<file path="src/noc_consts.svh">
`ifndef NOC_CONSTS_SVH
`define NOC_CONSTS_SVH

// Mesh coordinates
`define NOC_X_W        2   // Column 0 is the host, tiles at 1 and 2
`define NOC_Y_W        1   // Single row built

// Endpoint memory
`define NOC_ADDR_W     4   // 16 words per tile
`define NOC_DATA_W     16

// Link buffering
`define NOC_FIFO_DEPTH 2

`endif

</file>
<file path="src/noc_pkg.sv">
`default_nettype none

`include "noc_consts.svh"

package noc_pkg;

  // Router port index, matches the stub_p bit order
  typedef enum logic [2:0] {
    P = 3'd0,   // Processor socket
    W = 3'd1,
    E = 3'd2,
    N = 3'd3,   // Toward lower y
    S = 3'd4    // Toward higher y
  } dir_e;

  typedef enum logic [1:0] {
    OP_READ  = 2'd0,
    OP_WRITE = 2'd1,
    OP_RDATA = 2'd2,  // Read response
    OP_WACK  = 2'd3   // Write acknowledge
  } op_e;

  typedef struct packed {
    op_e                    op;
    logic [`NOC_X_W-1:0]    dst_x;
    logic [`NOC_Y_W-1:0]    dst_y;
    logic [`NOC_X_W-1:0]    src_x;
    logic [`NOC_Y_W-1:0]    src_y;
    logic [`NOC_ADDR_W-1:0] addr;
    logic [`NOC_DATA_W-1:0] data;
  } packet_t;

  // Response as queued inside the endpoint, before packing
  typedef struct packed {
    op_e                    op;
    logic [`NOC_X_W-1:0]    ret_x;
    logic [`NOC_Y_W-1:0]    ret_y;
    logic [`NOC_ADDR_W-1:0] addr;
    logic [`NOC_DATA_W-1:0] data;
  } mem_resp_t;

endpackage

`default_nettype wire

</file>
<file path="src/link_fifo.sv">
`timescale 1ns/1ps
`default_nettype none

`include "noc_consts.svh"

module link_fifo #(
  parameter type payload_t = logic,
  parameter int  DEPTH     = `NOC_FIFO_DEPTH
) (
  input  wire           clk_i,
  input  wire           reset_i,
  input  wire payload_t data_i,
  input  wire           valid_i,
  output logic          ready_o,
  output payload_t      data_o,
  output logic          valid_o,
  input  wire           ready_i
);

  localparam int PTR_W = (DEPTH > 1) ? $clog2(DEPTH) : 1;
  localparam int CNT_W = $clog2(DEPTH + 1);

  payload_t         mem_q [DEPTH];
  logic [PTR_W-1:0] wr_ptr_r;
  logic [PTR_W-1:0] rd_ptr_r;
  logic [CNT_W-1:0] count_r;
  logic             full;
  logic             empty;
  logic             push;
  logic             pop;

  function automatic logic [PTR_W-1:0] next_ptr(input logic [PTR_W-1:0] p);
    return (p == PTR_W'(DEPTH - 1)) ? '0 : p + 1'b1;  // Wrap at DEPTH
  endfunction

  assign full    = (count_r == CNT_W'(DEPTH));
  assign empty   = (count_r == '0);
  assign ready_o = !full;
  assign valid_o = !empty;   // Head only, no bypass
  assign data_o  = mem_q[rd_ptr_r];
  assign push    = valid_i && !full;
  assign pop     = !empty && ready_i;

  always_ff @(posedge clk_i) begin
    if (reset_i) begin
      wr_ptr_r <= '0;
      rd_ptr_r <= '0;
      count_r  <= '0;
    end else begin
      if (push) wr_ptr_r <= next_ptr(wr_ptr_r);
      if (pop) rd_ptr_r <= next_ptr(rd_ptr_r);
      if (push && !pop) count_r <= count_r + 1'b1;
      else if (pop && !push) count_r <= count_r - 1'b1;
    end
  end

  always_ff @(posedge clk_i) begin
    if (push) mem_q[wr_ptr_r] <= data_i;
  end

endmodule

`default_nettype wire

</file>
<file path="src/rr_arbiter.sv">
`timescale 1ns/1ps
`default_nettype none

module rr_arbiter (
  input  wire        clk_i,
  input  wire        reset_i,
  input  wire  [4:0] req_i,
  input  wire        hold_i,    // Granted packet not yet taken
  output logic [4:0] grant_o
);

  logic [2:0] last_r;     // Index of the last winner
  logic [4:0] grant_r;
  logic       locked_r;
  logic [4:0] pick;
  logic [2:0] grant_idx;

  // Search starts one past the last winner
  always_comb begin
    pick = '0;
    for (int k = 1; k <= 5; k++) begin
      if (req_i[(int'(last_r) + k) % 5] && (pick == '0)) begin
        pick[(int'(last_r) + k) % 5] = 1'b1;
      end
    end
  end

  assign grant_o = locked_r ? grant_r : pick;

  always_comb begin
    grant_idx = '0;
    for (int k = 0; k < 5; k++) begin
      if (grant_o[k]) grant_idx = 3'(k);
    end
  end

  always_ff @(posedge clk_i) begin
    if (reset_i) begin
      last_r   <= 3'd4;   // P wins first
      grant_r  <= '0;
      locked_r <= 1'b0;
    end else begin
      locked_r <= hold_i && (grant_o != '0);
      grant_r  <= grant_o;
      if (!hold_i && (grant_o != '0)) last_r <= grant_idx;  // Rotate on completion
    end
  end

endmodule

`default_nettype wire

</file>
<file path="src/mesh_router.sv">
`timescale 1ns/1ps
`default_nettype none

`include "noc_consts.svh"

module mesh_router #(
  parameter logic [4:0] stub_p = 5'b0   // {S,N,E,W,P}
) (
  input  wire                   clk_i,
  input  wire                   reset_i,
  input  wire [`NOC_X_W-1:0]    my_x_i,
  input  wire [`NOC_Y_W-1:0]    my_y_i,

  input  wire noc_pkg::packet_t proc_link_data_i,
  input  wire                   proc_link_valid_i,
  output logic                  proc_link_ready_o,
  output noc_pkg::packet_t      proc_link_data_o,
  output logic                  proc_link_valid_o,
  input  wire                   proc_link_ready_i,

  input  wire noc_pkg::packet_t link_w_data_i,
  input  wire                   link_w_valid_i,
  output logic                  link_w_ready_o,
  output noc_pkg::packet_t      link_w_data_o,
  output logic                  link_w_valid_o,
  input  wire                   link_w_ready_i,

  input  wire noc_pkg::packet_t link_e_data_i,
  input  wire                   link_e_valid_i,
  output logic                  link_e_ready_o,
  output noc_pkg::packet_t      link_e_data_o,
  output logic                  link_e_valid_o,
  input  wire                   link_e_ready_i,

  input  wire noc_pkg::packet_t link_n_data_i,
  input  wire                   link_n_valid_i,
  output logic                  link_n_ready_o,
  output noc_pkg::packet_t      link_n_data_o,
  output logic                  link_n_valid_o,
  input  wire                   link_n_ready_i,

  input  wire noc_pkg::packet_t link_s_data_i,
  input  wire                   link_s_valid_i,
  output logic                  link_s_ready_o,
  output noc_pkg::packet_t      link_s_data_o,
  output logic                  link_s_valid_o,
  input  wire                   link_s_ready_i
);

  noc_pkg::packet_t in_data   [5];
  noc_pkg::packet_t head_data [5];
  noc_pkg::packet_t sel_data  [5];
  noc_pkg::packet_t out_data  [5];
  noc_pkg::dir_e    head_dir  [5];
  logic [4:0]       req       [5];   // Per output, one bit per input
  logic [4:0]       grant     [5];
  logic [4:0]       in_valid;
  logic [4:0]       fifo_ready;
  logic [4:0]       head_valid;
  logic [4:0]       pop;
  logic [4:0]       out_valid;
  logic [4:0]       out_ready;
  logic [4:0]       can_load;
  logic [4:0]       load;

  // X first, then Y, then local
  function automatic noc_pkg::dir_e route(input noc_pkg::packet_t p,
                                          input logic [`NOC_X_W-1:0] x,
                                          input logic [`NOC_Y_W-1:0] y);
    if (p.dst_x > x) return noc_pkg::E;
    else if (p.dst_x < x) return noc_pkg::W;
    else if (p.dst_y > y) return noc_pkg::S;
    else if (p.dst_y < y) return noc_pkg::N;
    else return noc_pkg::P;
  endfunction

  assign in_data[noc_pkg::P] = proc_link_data_i;
  assign in_data[noc_pkg::W] = link_w_data_i;
  assign in_data[noc_pkg::E] = link_e_data_i;
  assign in_data[noc_pkg::N] = link_n_data_i;
  assign in_data[noc_pkg::S] = link_s_data_i;

  assign in_valid = {link_s_valid_i, link_n_valid_i, link_e_valid_i, link_w_valid_i,
                     proc_link_valid_i} & ~stub_p;   // Stubbed inputs never valid
  assign out_ready = {link_s_ready_i, link_n_ready_i, link_e_ready_i, link_w_ready_i,
                      proc_link_ready_i};
  assign {link_s_ready_o, link_n_ready_o, link_e_ready_o, link_w_ready_o,
          proc_link_ready_o} = fifo_ready & ~stub_p;
  assign {link_s_valid_o, link_n_valid_o, link_e_valid_o, link_w_valid_o,
          proc_link_valid_o} = out_valid;

  assign proc_link_data_o = out_data[noc_pkg::P];
  assign link_w_data_o    = out_data[noc_pkg::W];
  assign link_e_data_o    = out_data[noc_pkg::E];
  assign link_n_data_o    = out_data[noc_pkg::N];
  assign link_s_data_o    = out_data[noc_pkg::S];

  for (genvar i = 0; i < 5; i++) begin : g_in
    link_fifo #(
      .payload_t(noc_pkg::packet_t),
      .DEPTH    (`NOC_FIFO_DEPTH)
    ) u_in_fifo (
      .clk_i  (clk_i),
      .reset_i(reset_i),
      .data_i (in_data[i]),
      .valid_i(in_valid[i]),
      .ready_o(fifo_ready[i]),
      .data_o (head_data[i]),
      .valid_o(head_valid[i]),
      .ready_i(pop[i])
    );
    assign head_dir[i] = route(head_data[i], my_x_i, my_y_i);
  end

  assign can_load = ~out_valid | out_ready;   // Output register free or draining

  for (genvar o = 0; o < 5; o++) begin : g_arb
    rr_arbiter u_arb (
      .clk_i  (clk_i),
      .reset_i(reset_i),
      .req_i  (req[o]),
      .hold_i (!can_load[o]),
      .grant_o(grant[o])
    );
  end

  always_comb begin
    pop = '0;
    for (int o = 0; o < 5; o++) begin
      sel_data[o] = head_data[0];
      for (int i = 0; i < 5; i++) begin
        req[o][i] = head_valid[i] && (head_dir[i] == noc_pkg::dir_e'(o)) && !stub_p[o];
        if (grant[o][i]) sel_data[o] = head_data[i];
      end
      load[o] = (grant[o] != '0) && can_load[o];
      pop     = pop | (grant[o] & {5{load[o]}});  // Winning head leaves its FIFO
    end
  end

  always_ff @(posedge clk_i) begin
    for (int o = 0; o < 5; o++) begin
      if (reset_i) out_valid[o] <= 1'b0;
      else if (load[o]) out_valid[o] <= 1'b1;
      else if (out_ready[o]) out_valid[o] <= 1'b0;
    end
  end

  always_ff @(posedge clk_i) begin
    for (int o = 0; o < 5; o++) begin
      if (load[o]) out_data[o] <= sel_data[o];
    end
  end

endmodule

`default_nettype wire

</file>
<file path="src/mem_endpoint.sv">
`timescale 1ns/1ps
`default_nettype none

`include "noc_consts.svh"

module mem_endpoint (
  input  wire                   clk_i,
  input  wire                   reset_i,
  input  wire [`NOC_X_W-1:0]    my_x_i,
  input  wire [`NOC_Y_W-1:0]    my_y_i,
  input  wire noc_pkg::packet_t req_pkt_i,
  input  wire                   req_valid_i,
  output logic                  req_ready_o,
  output noc_pkg::packet_t      resp_pkt_o,
  output logic                  resp_valid_o,
  input  wire                   resp_ready_i
);

  localparam int WORDS = 1 << `NOC_ADDR_W;

  logic [`NOC_DATA_W-1:0] mem_q [WORDS];
  logic                   is_write;
  noc_pkg::mem_resp_t     resp_in;
  noc_pkg::mem_resp_t     resp_head;

  assign is_write = (req_pkt_i.op == noc_pkg::OP_WRITE);

  // Read data is taken before this edge's write lands
  always_comb begin
    resp_in.op    = is_write ? noc_pkg::OP_WACK : noc_pkg::OP_RDATA;
    resp_in.ret_x = req_pkt_i.src_x;
    resp_in.ret_y = req_pkt_i.src_y;
    resp_in.addr  = req_pkt_i.addr;
    resp_in.data  = is_write ? req_pkt_i.data : mem_q[req_pkt_i.addr];  // WACK echoes data
  end

  always_ff @(posedge clk_i) begin
    if (req_valid_i && req_ready_o && is_write) mem_q[req_pkt_i.addr] <= req_pkt_i.data;
  end

  // Request accepted only when the response has a slot
  link_fifo #(
    .payload_t(noc_pkg::mem_resp_t),
    .DEPTH    (`NOC_FIFO_DEPTH)
  ) u_resp_fifo (
    .clk_i  (clk_i),
    .reset_i(reset_i),
    .data_i (resp_in),
    .valid_i(req_valid_i),
    .ready_o(req_ready_o),
    .data_o (resp_head),
    .valid_o(resp_valid_o),
    .ready_i(resp_ready_i)
  );

  always_comb begin
    resp_pkt_o.op    = resp_head.op;
    resp_pkt_o.dst_x = resp_head.ret_x;   // Back to the requester
    resp_pkt_o.dst_y = resp_head.ret_y;
    resp_pkt_o.src_x = my_x_i;
    resp_pkt_o.src_y = my_y_i;
    resp_pkt_o.addr  = resp_head.addr;
    resp_pkt_o.data  = resp_head.data;
  end

endmodule

`default_nettype wire

</file>
<file path="src/mem_tile.sv">
`timescale 1ns/1ps
`default_nettype none

`include "noc_consts.svh"

module mem_tile #(
  parameter logic [4:0] stub_p = 5'b0   // {S,N,E,W,P}
) (
  input  wire                   clk_i,
  input  wire                   reset_i,
  input  wire [`NOC_X_W-1:0]    my_x_i,
  input  wire [`NOC_Y_W-1:0]    my_y_i,

  input  wire noc_pkg::packet_t link_w_data_i,
  input  wire                   link_w_valid_i,
  output logic                  link_w_ready_o,
  output noc_pkg::packet_t      link_w_data_o,
  output logic                  link_w_valid_o,
  input  wire                   link_w_ready_i,

  input  wire noc_pkg::packet_t link_e_data_i,
  input  wire                   link_e_valid_i,
  output logic                  link_e_ready_o,
  output noc_pkg::packet_t      link_e_data_o,
  output logic                  link_e_valid_o,
  input  wire                   link_e_ready_i,

  input  wire noc_pkg::packet_t link_n_data_i,
  input  wire                   link_n_valid_i,
  output logic                  link_n_ready_o,
  output noc_pkg::packet_t      link_n_data_o,
  output logic                  link_n_valid_o,
  input  wire                   link_n_ready_i,

  input  wire noc_pkg::packet_t link_s_data_i,
  input  wire                   link_s_valid_i,
  output logic                  link_s_ready_o,
  output noc_pkg::packet_t      link_s_data_o,
  output logic                  link_s_valid_o,
  input  wire                   link_s_ready_i
);

  logic             reset_r;
  noc_pkg::packet_t ep_req_pkt;    // Router to endpoint
  logic             ep_req_valid;
  logic             ep_req_ready;
  noc_pkg::packet_t ep_resp_pkt;   // Endpoint to router
  logic             ep_resp_valid;
  logic             ep_resp_ready;

  // Local copy of reset, one cycle behind the top level
  always_ff @(posedge clk_i) begin
    reset_r <= reset_i;
  end

  mesh_router #(
    .stub_p(stub_p)
  ) u_router (
    .clk_i            (clk_i),
    .reset_i          (reset_r),
    .my_x_i           (my_x_i),
    .my_y_i           (my_y_i),
    .proc_link_data_i (ep_resp_pkt),
    .proc_link_valid_i(ep_resp_valid),
    .proc_link_ready_o(ep_resp_ready),
    .proc_link_data_o (ep_req_pkt),
    .proc_link_valid_o(ep_req_valid),
    .proc_link_ready_i(ep_req_ready),
    .link_w_data_i, .link_w_valid_i, .link_w_ready_o,
    .link_w_data_o, .link_w_valid_o, .link_w_ready_i,
    .link_e_data_i, .link_e_valid_i, .link_e_ready_o,
    .link_e_data_o, .link_e_valid_o, .link_e_ready_i,
    .link_n_data_i, .link_n_valid_i, .link_n_ready_o,
    .link_n_data_o, .link_n_valid_o, .link_n_ready_i,
    .link_s_data_i, .link_s_valid_i, .link_s_ready_o,
    .link_s_data_o, .link_s_valid_o, .link_s_ready_i
  );

  mem_endpoint u_endpoint (
    .clk_i       (clk_i),
    .reset_i     (reset_r),
    .my_x_i      (my_x_i),
    .my_y_i      (my_y_i),
    .req_pkt_i   (ep_req_pkt),
    .req_valid_i (ep_req_valid),
    .req_ready_o (ep_req_ready),
    .resp_pkt_o  (ep_resp_pkt),
    .resp_valid_o(ep_resp_valid),
    .resp_ready_i(ep_resp_ready)
  );

endmodule

`default_nettype wire

</file>
<file path="src/host_link_bridge.sv">
`timescale 1ns/1ps
`default_nettype none

`include "noc_consts.svh"

module host_link_bridge (
  input  wire                   clk_i,
  input  wire                   reset_i,
  input  wire                   host_req_i,
  input  wire noc_pkg::packet_t host_pkt_i,
  output logic                  host_ack_o,
  output logic                  resp_req_o,
  output noc_pkg::packet_t      resp_pkt_o,
  input  wire                   resp_ack_i,
  output noc_pkg::packet_t      egress_pkt_o,
  output logic                  egress_valid_o,
  input  wire                   egress_ready_i,
  input  wire noc_pkg::packet_t ingress_pkt_i,
  input  wire                   ingress_valid_i,
  output logic                  ingress_ready_o
);

  typedef enum logic [1:0] {
    RSP_IDLE,
    RSP_REQ,    // resp_req_o high, waiting for ack
    RSP_WAIT    // Popped, waiting for ack to fall
  } rsp_state_e;

  logic       ack_r;
  logic       host_push;
  logic       req_fifo_ready;
  logic       rsp_valid;
  rsp_state_e rsp_state_r;

  // Request side, one push per req high phase
  assign host_push  = host_req_i && !ack_r;
  assign host_ack_o = ack_r;

  always_ff @(posedge clk_i) begin
    if (reset_i) ack_r <= 1'b0;
    else if (host_push && req_fifo_ready) ack_r <= 1'b1;
    else if (!host_req_i) ack_r <= 1'b0;
  end

  link_fifo #(
    .payload_t(noc_pkg::packet_t),
    .DEPTH    (`NOC_FIFO_DEPTH)
  ) u_req_fifo (
    .clk_i  (clk_i),
    .reset_i(reset_i),
    .data_i (host_pkt_i),
    .valid_i(host_push),
    .ready_o(req_fifo_ready),
    .data_o (egress_pkt_o),
    .valid_o(egress_valid_o),
    .ready_i(egress_ready_i)
  );

  // Response side, head stays put until the host acks
  assign resp_req_o = (rsp_state_r == RSP_REQ);

  always_ff @(posedge clk_i) begin
    if (reset_i) begin
      rsp_state_r <= RSP_IDLE;
    end else begin
      case (rsp_state_r)
        RSP_IDLE: if (rsp_valid) rsp_state_r <= RSP_REQ;
        RSP_REQ:  if (resp_ack_i) rsp_state_r <= RSP_WAIT;
        RSP_WAIT: if (!resp_ack_i) rsp_state_r <= RSP_IDLE;
        default:  rsp_state_r <= RSP_IDLE;
      endcase
    end
  end

  link_fifo #(
    .payload_t(noc_pkg::packet_t),
    .DEPTH    (`NOC_FIFO_DEPTH)
  ) u_resp_fifo (
    .clk_i  (clk_i),
    .reset_i(reset_i),
    .data_i (ingress_pkt_i),
    .valid_i(ingress_valid_i),
    .ready_o(ingress_ready_o),
    .data_o (resp_pkt_o),
    .valid_o(rsp_valid),
    .ready_i(resp_req_o && resp_ack_i)   // Pop on the ack edge
  );

endmodule

`default_nettype wire

</file>
<file path="src/mesh_pair_top.sv">
`timescale 1ns/1ps
`default_nettype none

`include "noc_consts.svh"

module mesh_pair_top (
  input  wire                   clk_i,
  input  wire                   reset_i,
  input  wire                   host_req_i,
  input  wire noc_pkg::packet_t host_pkt_i,
  output logic                  host_ack_o,
  output logic                  resp_req_o,
  output noc_pkg::packet_t      resp_pkt_o,
  input  wire                   resp_ack_i
);

  localparam logic [`NOC_X_W-1:0] TILE1_X    = `NOC_X_W'(1);
  localparam logic [`NOC_X_W-1:0] TILE2_X    = `NOC_X_W'(2);
  localparam logic [`NOC_Y_W-1:0] ROW_Y      = '0;
  localparam logic [4:0]          STUB_NS    = 5'b11000;  // {S,N,E,W,P}
  localparam logic [4:0]          STUB_NSE   = 5'b11100;  // East edge of the row

  noc_pkg::packet_t eg_pkt;     // Bridge to tile 1 west
  logic             eg_valid;
  logic             eg_ready;
  noc_pkg::packet_t in_pkt;     // Tile 1 west to bridge
  logic             in_valid;
  logic             in_ready;
  noc_pkg::packet_t t12_pkt;    // Tile 1 east to tile 2 west
  logic             t12_valid;
  logic             t12_ready;
  noc_pkg::packet_t t21_pkt;    // Tile 2 west to tile 1 east
  logic             t21_valid;
  logic             t21_ready;

  host_link_bridge u_bridge (
    .clk_i, .reset_i,
    .host_req_i, .host_pkt_i, .host_ack_o,
    .resp_req_o, .resp_pkt_o, .resp_ack_i,
    .egress_pkt_o(eg_pkt), .egress_valid_o(eg_valid), .egress_ready_i(eg_ready),
    .ingress_pkt_i(in_pkt), .ingress_valid_i(in_valid), .ingress_ready_o(in_ready)
  );

  mem_tile #(.stub_p(STUB_NS)) u_tile1 (
    .clk_i, .reset_i,
    .my_x_i(TILE1_X), .my_y_i(ROW_Y),
    .link_w_data_i(eg_pkt), .link_w_valid_i(eg_valid), .link_w_ready_o(eg_ready),
    .link_w_data_o(in_pkt), .link_w_valid_o(in_valid), .link_w_ready_i(in_ready),
    .link_e_data_i(t21_pkt), .link_e_valid_i(t21_valid), .link_e_ready_o(t21_ready),
    .link_e_data_o(t12_pkt), .link_e_valid_o(t12_valid), .link_e_ready_i(t12_ready),
    .link_n_data_i('0), .link_n_valid_i(1'b0), .link_n_ready_o(),
    .link_n_data_o(), .link_n_valid_o(), .link_n_ready_i(1'b0),
    .link_s_data_i('0), .link_s_valid_i(1'b0), .link_s_ready_o(),
    .link_s_data_o(), .link_s_valid_o(), .link_s_ready_i(1'b0)
  );

  mem_tile #(.stub_p(STUB_NSE)) u_tile2 (
    .clk_i, .reset_i,
    .my_x_i(TILE2_X), .my_y_i(ROW_Y),
    .link_w_data_i(t12_pkt), .link_w_valid_i(t12_valid), .link_w_ready_o(t12_ready),
    .link_w_data_o(t21_pkt), .link_w_valid_o(t21_valid), .link_w_ready_i(t21_ready),
    .link_e_data_i('0), .link_e_valid_i(1'b0), .link_e_ready_o(),
    .link_e_data_o(), .link_e_valid_o(), .link_e_ready_i(1'b0),
    .link_n_data_i('0), .link_n_valid_i(1'b0), .link_n_ready_o(),
    .link_n_data_o(), .link_n_valid_o(), .link_n_ready_i(1'b0),
    .link_s_data_i('0), .link_s_valid_i(1'b0), .link_s_ready_o(),
    .link_s_data_o(), .link_s_valid_o(), .link_s_ready_i(1'b0)
  );

endmodule

`default_nettype wire

</file>
<file path="config.mk">
export PLATFORM = sky130hd
export DESIGN_NAME = mesh_pair_top
export DESIGN_NICKNAME = d
export VERILOG_FILES = /design/src/noc_pkg.sv /design/src/link_fifo.sv /design/src/rr_arbiter.sv /design/src/mesh_router.sv /design/src/mem_endpoint.sv /design/src/mem_tile.sv /design/src/host_link_bridge.sv /design/src/mesh_pair_top.sv
export VERILOG_INCLUDE_DIRS = /design/src
export SDC_FILE = /design/constraint.sdc
export NUM_CORES = 2
export LEC_CHECK = 0
export BUFFER_PORTS_ARGS = -buffer_cell sky130_fd_sc_hd__buf_2
export CORE_MARGIN = 5
export CORE_UTILIZATION = 63
export CTS_CLUSTER_SIZE = 25
export DETAILED_ROUTE_END_ITERATION = 10
export HOLD_SLACK_MARGIN = 0.06
export PLACE_DENSITY = 0.83
export SLEW_MARGIN = 30
export SYNTH_ARGS = -nofsm -noshare
export SYNTH_HDL_FRONTEND = slang
export SYNTH_SLANG_ARGS = --single-unit
</file>
<file path="constraint.sdc">
create_clock -name clk_i -period 13.49 [get_ports clk_i]
set_clock_uncertainty 0.05 [all_clocks]
set_input_delay 1.349 -clock clk_i [delete_from_list [all_inputs] [get_ports clk_i]]
set_output_delay 1.349 -clock clk_i [all_outputs]
set_load 0.005 [all_outputs]
</file>
==> metrics.txt <==
# TYPE chip_impl_metric gauge
chip_impl_metric{name="routed-via-count",unit=""} 35975
chip_impl_metric{name="grt_start_max_net_pins",unit=""} 79
chip_impl_metric{name="finalWeightedCongestion",unit=""} 0.891
chip_impl_metric{name="cp.required",unit="ns"} 13.94
chip_impl_metric{name="drtIter0Drc",unit=""} 4462
chip_impl_metric{name="die_width",unit="µm"} 315
chip_impl_info{name="r2r_endpoint",value="u_tile1.u_router.g_arb[1].u_arb.last_r[2]"} 1
chip_impl_metric{name="netlist_instances",unit=""} 4093
chip_impl_info{name="post-synth-top-count-cell",value="sky130_fd_sc_hd__edfxtp_1"} 1
chip_impl_info{name="grt_setup_unrepaired",value="no"} 1
chip_impl_metric{name="htree_num_levels",unit=""} 3
chip_impl_metric{name="height_of_the_die",unit="µm"} 315
chip_impl_metric{name="groute.usage.overall",unit="%"} 27.1
chip_impl_metric{name="cts.clk_slew.worst_paths",unit="ns"} 0.06
chip_impl_metric{name="drc",unit=""} 0
chip_impl_metric{name="r2r_setup_slack",unit="ns"} 6.08
chip_impl_metric{name="place_worst_setup_slack",unit="ns"} 6.26
chip_impl_metric{name="setup_fix_bufs_post_cts",unit=""} 0
chip_impl_info{name="tritoncts",value="yes"} 1
chip_impl_metric{name="grt_overflow",unit=""} 0
chip_impl_metric{name="syn_area",unit="µm²"} 58800
chip_impl_metric{name="finalCoreUtilization",unit="%"} 69.5
chip_impl_metric{name="synth_adder_area_share",unit="%"} 3.68
chip_impl_info{name="critical_path.startpoint_type",value="flip-flop"} 1
chip_impl_metric{name="place_hpwl",unit="mm"} 84.7
chip_impl_metric{name="rows",unit=""} 112
chip_impl_metric{name="vdd.ir_drop.worst",unit="mV"} 0.271
chip_impl_metric{name="postSynth.asyncResetShare",unit="%"} 0
chip_impl_metric{name="post_synth_and_or_nand_nor_area_fraction",unit="%"} 8.40
chip_impl_metric{name="total_die_area",unit="µm²"} 99500
chip_impl_metric{name="initial_antenna_violation_count",unit=""} 3
chip_impl_metric{name="max-cap-violations",unit=""} 0
chip_impl_metric{name="top_level_ports",unit=""} 62
chip_impl_info{name="combinational_family_with_the_most_area_after_synthesis",value="multiplexers"} 1
chip_impl_metric{name="post_detailed_routing_wire_length",unit="mm"} 136
chip_impl_metric{name="grt_first_pass_wirelength",unit="mm"} 209
chip_impl_metric{name="cts-buffers-inserted",unit=""} 117
chip_impl_metric{name="final_hold_viol_count",unit=""} 0
chip_impl_metric{name="critical_path_fanout_max",unit=""} 35
chip_impl_metric{name="static-leakage-power",unit="µW"} 0.0221
chip_impl_info{name="dominantRegCellSynth",value="sky130_fd_sc_hd__edfxtp_1"} 1
chip_impl_metric{name="r2r.worst_path.cells",unit=""} 22
chip_impl_metric{name="cts_resized",unit=""} 0
chip_impl_metric{name="synth-edff-count",unit=""} 1118
chip_impl_metric{name="worst_slew_pin_slew",unit="ns"} 1.02
chip_impl_metric{name="number_of_buffers_on_the_longest_clock_path",unit=""} 3
chip_impl_metric{name="synth_xor_xnor_area_share",unit="%"} 1.35
chip_impl_metric{name="number_of_global_route_vias_before_repair",unit=""} 35565
chip_impl_metric{name="post-synth-top-area-fraction",unit="%"} 57.1
chip_impl_metric{name="finalMaxSlewViolations",unit=""} 0
chip_impl_metric{name="io_buffers",unit=""} 61
chip_impl_metric{name="avgRoutedWirePerCell",unit="µm"} 24.6
chip_impl_metric{name="design_power_total",unit="µW"} 15500
chip_impl_info{name="worst_min_path_class",value="reg -> reg"} 1
chip_impl_info{name="status",value="finished clean"} 1
chip_impl_metric{name="post_synth.cell_area_avg",unit="µm²"} 14.4
chip_impl_metric{name="worst_ep_arrival_time",unit="ns"} 7.86
chip_impl_metric{name="number_of_setup_violations_in_the_final_report",unit=""} 0
chip_impl_metric{name="routed_via_density",unit=""} 6.51
chip_impl_metric{name="finalWorstPathRequiredPeriod",unit="ns"} 7.41
chip_impl_info{name="synth.cells.most_frequent",value="1118 x sky130_fd_sc_hd__edfxtp_1, 282 x sky130_fd_sc_hd__nor2_1, 251 x sky130_fd_sc_hd__mux2_2, 195 x sky130_fd_sc_hd__nand2_1, 171 x sky130_fd_sc_hd__ha_1"} 1
chip_impl_metric{name="detailedRoute.firstPassIterationCount",unit=""} 6
chip_impl_metric{name="start_util",unit="%"} 63.2
chip_impl_metric{name="yosys-mux-area-fraction",unit="%"} 13.7
chip_impl_metric{name="powerDensity",unit="nW/µm²"} 241
chip_impl_metric{name="synth_cell_types",unit=""} 145
chip_impl_info{name="worstReg2RegStart",value="u_tile1.u_router.g_arb[1].u_arb.last_r[0]"} 1
chip_impl_metric{name="compound_gate_fraction_of_synth_area",unit="%"} 8.36
chip_impl_metric{name="yosys_warnings",unit=""} 0
chip_impl_metric{name="max_clock_freq",unit="MHz"} 135
chip_impl_metric{name="skew_pair_late_insertion_delay",unit="ns"} 0.71
chip_impl_info{name="min_from",value="u_tile1.u_router.out_data[0][74]"} 1
chip_impl_info{name="cts_root_buf",value="sky130_fd_sc_hd__clkbuf_16"} 1
chip_impl_metric{name="layout.filler_cells",unit=""} 5784
chip_impl_metric{name="cts_hold_buffers",unit=""} 0
chip_impl_info{name="worstHoldEndpoint",value="u_tile2.u_router.g_in[1].u_in_fifo.mem_q[1][18]"} 1
chip_impl_metric{name="finish.net_count",unit=""} 4373
chip_impl_info{name="synthTopCellsByArea",value="sky130_fd_sc_hd__edfxtp_1 57%, sky130_fd_sc_hd__mux4_2 6.1%, sky130_fd_sc_hd__mux2_2 4.8%"} 1
chip_impl_metric{name="synth-seq-cells",unit=""} 1258
chip_impl_info{name="critical_path.endpoint_type",value="flip-flop"} 1
chip_impl_metric{name="max_slew_headroom_at_the_worst_pin",unit="%"} 32.2
chip_impl_info{name="post-synth-top-area-cell",value="sky130_fd_sc_hd__edfxtp_1"} 1
chip_impl_metric{name="tns",unit="ns"} 0
chip_impl_metric{name="timing.final.crit_share",unit="%"} 54.9
chip_impl_metric{name="detail-route-antenna-nets",unit=""} 0
chip_impl_metric{name="coreArea",unit="µm²"} 92900
chip_impl_metric{name="synth.net_count",unit=""} 4297
chip_impl_info{name="path_class",value="reg -> reg"} 1
chip_impl_metric{name="synth_sequential_area_ratio",unit="%"} 61.9
chip_impl_metric{name="worstHoldPathCells",unit=""} 0
chip_impl_metric{name="worst_slack",unit="ns"} 6.08
chip_impl_metric{name="synthToLayoutAreaGrowth",unit="%"} 9.91
chip_impl_metric{name="final_layout_size_suffix_gt1_share",unit="%"} 20.9
chip_impl_metric{name="tritoncts_num_sinks",unit=""} 1258
critical path, cell delays in order, from the launching register on:
cell and delay [ns]:
sky130_fd_sc_hd__dfxtp_1 0.30, sky130_fd_sc_hd__buf_4 0.33, sky130_fd_sc_hd__clkinv_1 0.43, sky130_fd_sc_hd__ha_1 0.73, sky130_fd_sc_hd__inv_1 0.23, sky130_fd_sc_hd__ha_1 0.25, sky130_fd_sc_hd__nor2_1 0.28, sky130_fd_sc_hd__a21oi_1 0.14
sky130_fd_sc_hd__xnor2_1 0.51, sky130_fd_sc_hd__ha_1 0.30, sky130_fd_sc_hd__a211o_1 0.11, sky130_fd_sc_hd__a21oi_1 0.05, sky130_fd_sc_hd__or4_1 0.57, sky130_fd_sc_hd__or3_1 0.37, sky130_fd_sc_hd__o22a_1 0.20, sky130_fd_sc_hd__o211ai_1 0.31
sky130_fd_sc_hd__and4_1 0.31, sky130_fd_sc_hd__o22ai_4 0.07, sky130_fd_sc_hd__buf_4 0.30, sky130_fd_sc_hd__o2111a_1 0.24, sky130_fd_sc_hd__or2_1 0.26, sky130_fd_sc_hd__inv_2 0.59, sky130_fd_sc_hd__o221ai_1 0.27
kinds of logic after synthesis:
logic type | Yosys count
buffers and inverters | 360
AND/OR/NAND/NOR | 961
XOR/XNOR | 80
adder cells (fa/ha/maj) | 172
AO/OA/AOI/OAI | 689
flip-flops | 1258
multiplexers | 573
per-stage QoR:
step           hold slack, ns  area [µm²]  std cells
6_report                0.387       64600       5527
3_3_place_gp            0.374       60600       5302
4_1_cts                 0.384       64600       5526
2_1_floorplan           0.370       58800       4093
5_1_grt                 0.405       64600       5526
3_5_place_dp            0.383       60600       5304
worst max-delay path by stage:
| stage | cells past startpoint | startpoint | end |
|---|---|---|---|
| 2_1_floorplan | 22 | u_tile1.u_router.g_arb[2].u_arb.last_r[0] | u_tile1.u_router.out_data[0][56] |
| 3_3_place_gp | 22 | u_tile2.u_router.g_arb[1].u_arb.last_r[1] | u_tile2.u_router.g_in[1].u_in_fifo.count_r[1] |
| 3_5_place_dp | 22 | u_tile1.u_router.g_arb[1].u_arb.last_r[0] | u_tile1.u_router.g_arb[1].u_arb.last_r[2] |
| 4_1_cts | 22 | u_tile1.u_router.g_arb[1].u_arb.last_r[0] | u_tile1.u_router.g_arb[1].u_arb.last_r[2] |
| 5_1_grt | 23 | u_tile1.u_router.g_arb[1].u_arb.last_r[0] | u_tile1.u_router.g_arb[1].u_arb.last_r[2] |
| 6_report | 22 | u_tile1.u_router.g_arb[1].u_arb.last_r[0] | u_tile1.u_router.g_arb[1].u_arb.last_r[2] |
state kept, by name, summed over array words and instances (netlist names), 6 cells and up, named ones only:
name and flops:
u_bridge.u_resp_fifo.mem_q 56, u_tile2.u_router.out_data 53, u_tile2.u_router.g_arb.u_arb.grant_r 25, u_tile1.u_router.g_arb.u_arb.last_r 9
u_tile2.u_router.g_in.u_in_fifo.count_r 10, u_tile2.u_router.g_arb.u_arb.last_r 6, u_bridge.u_req_fifo.mem_q 56, u_tile1.u_router.g_in.u_in_fifo.mem_q 160
u_tile2.u_router.g_in.u_in_fifo.mem_q 104, u_tile1.u_router.g_arb.u_arb.grant_r 25, u_tile2.u_endpoint.mem_q 256, u_tile1.u_router.g_in.u_in_fifo.count_r 6
u_tile2.u_endpoint.u_resp_fifo.mem_q 48, u_tile1.u_router.out_data 81, u_tile1.u_endpoint.mem_q 256, u_tile1.u_endpoint.u_resp_fifo.mem_q 48
cell type report:
type / count / area, µm² / area share, %
flip-flops and latches: 1258 / 36400 / 56.3
diodes: 1 / 2.50 / 0.00387
clock buffers: 140 / 3080 / 4.76
inverters: 166 / 626 / 0.969
multi-input cells: 2475 / 21000 / 32.5
clock inverters: 82 / 875 / 1.35
well taps: 1254 / 1570 / 2.43
repair buffers: 151 / 1030 / 1.60
report_power, final:
| group | total [µW] | switching (µW) | leakage (µW) | internal [µW] |
|---|---|---|---|---|
| Combinational | 6020 | 3720 | 0.00896 | 2300 |
| Clock | 3360 | 1450 | 0.00191 | 1910 |
| Sequential | 6170 | 552 | 0.0113 | 5620 |
per-layer routing:
layer,track usage (%),up-vias,wire length [µm]
li1,-,15915,-
met1,38.0,17821,54100
met2,44.8,1920,66100
met3,4.22,315,11200
met4,8.11,4,4430
met5,0,-,21
layout by cell type, fill, tap and decap left out, drive strengths merged, types with 24 or more instances in the layout:
cell / count
ha: 171
or2: 29
a31oi: 25
o211ai: 29
a21oi: 172
clkinv: 64
mux4: 160
nor3: 64
xor2: 33
buf: 151
and3: 25
nor2b: 38
o21ai: 148
nand3: 55
nand2: 196
nand2b: 53
and2: 57
xnor2: 47
clkbuf: 140
nor2: 284
edfxtp: 1118
a211oi: 28
dfxtp: 140
or3: 46
mux2i: 157
o31ai: 24
inv: 163
mux2: 256
No activity file was read; power rests on OpenSTA's default activity.
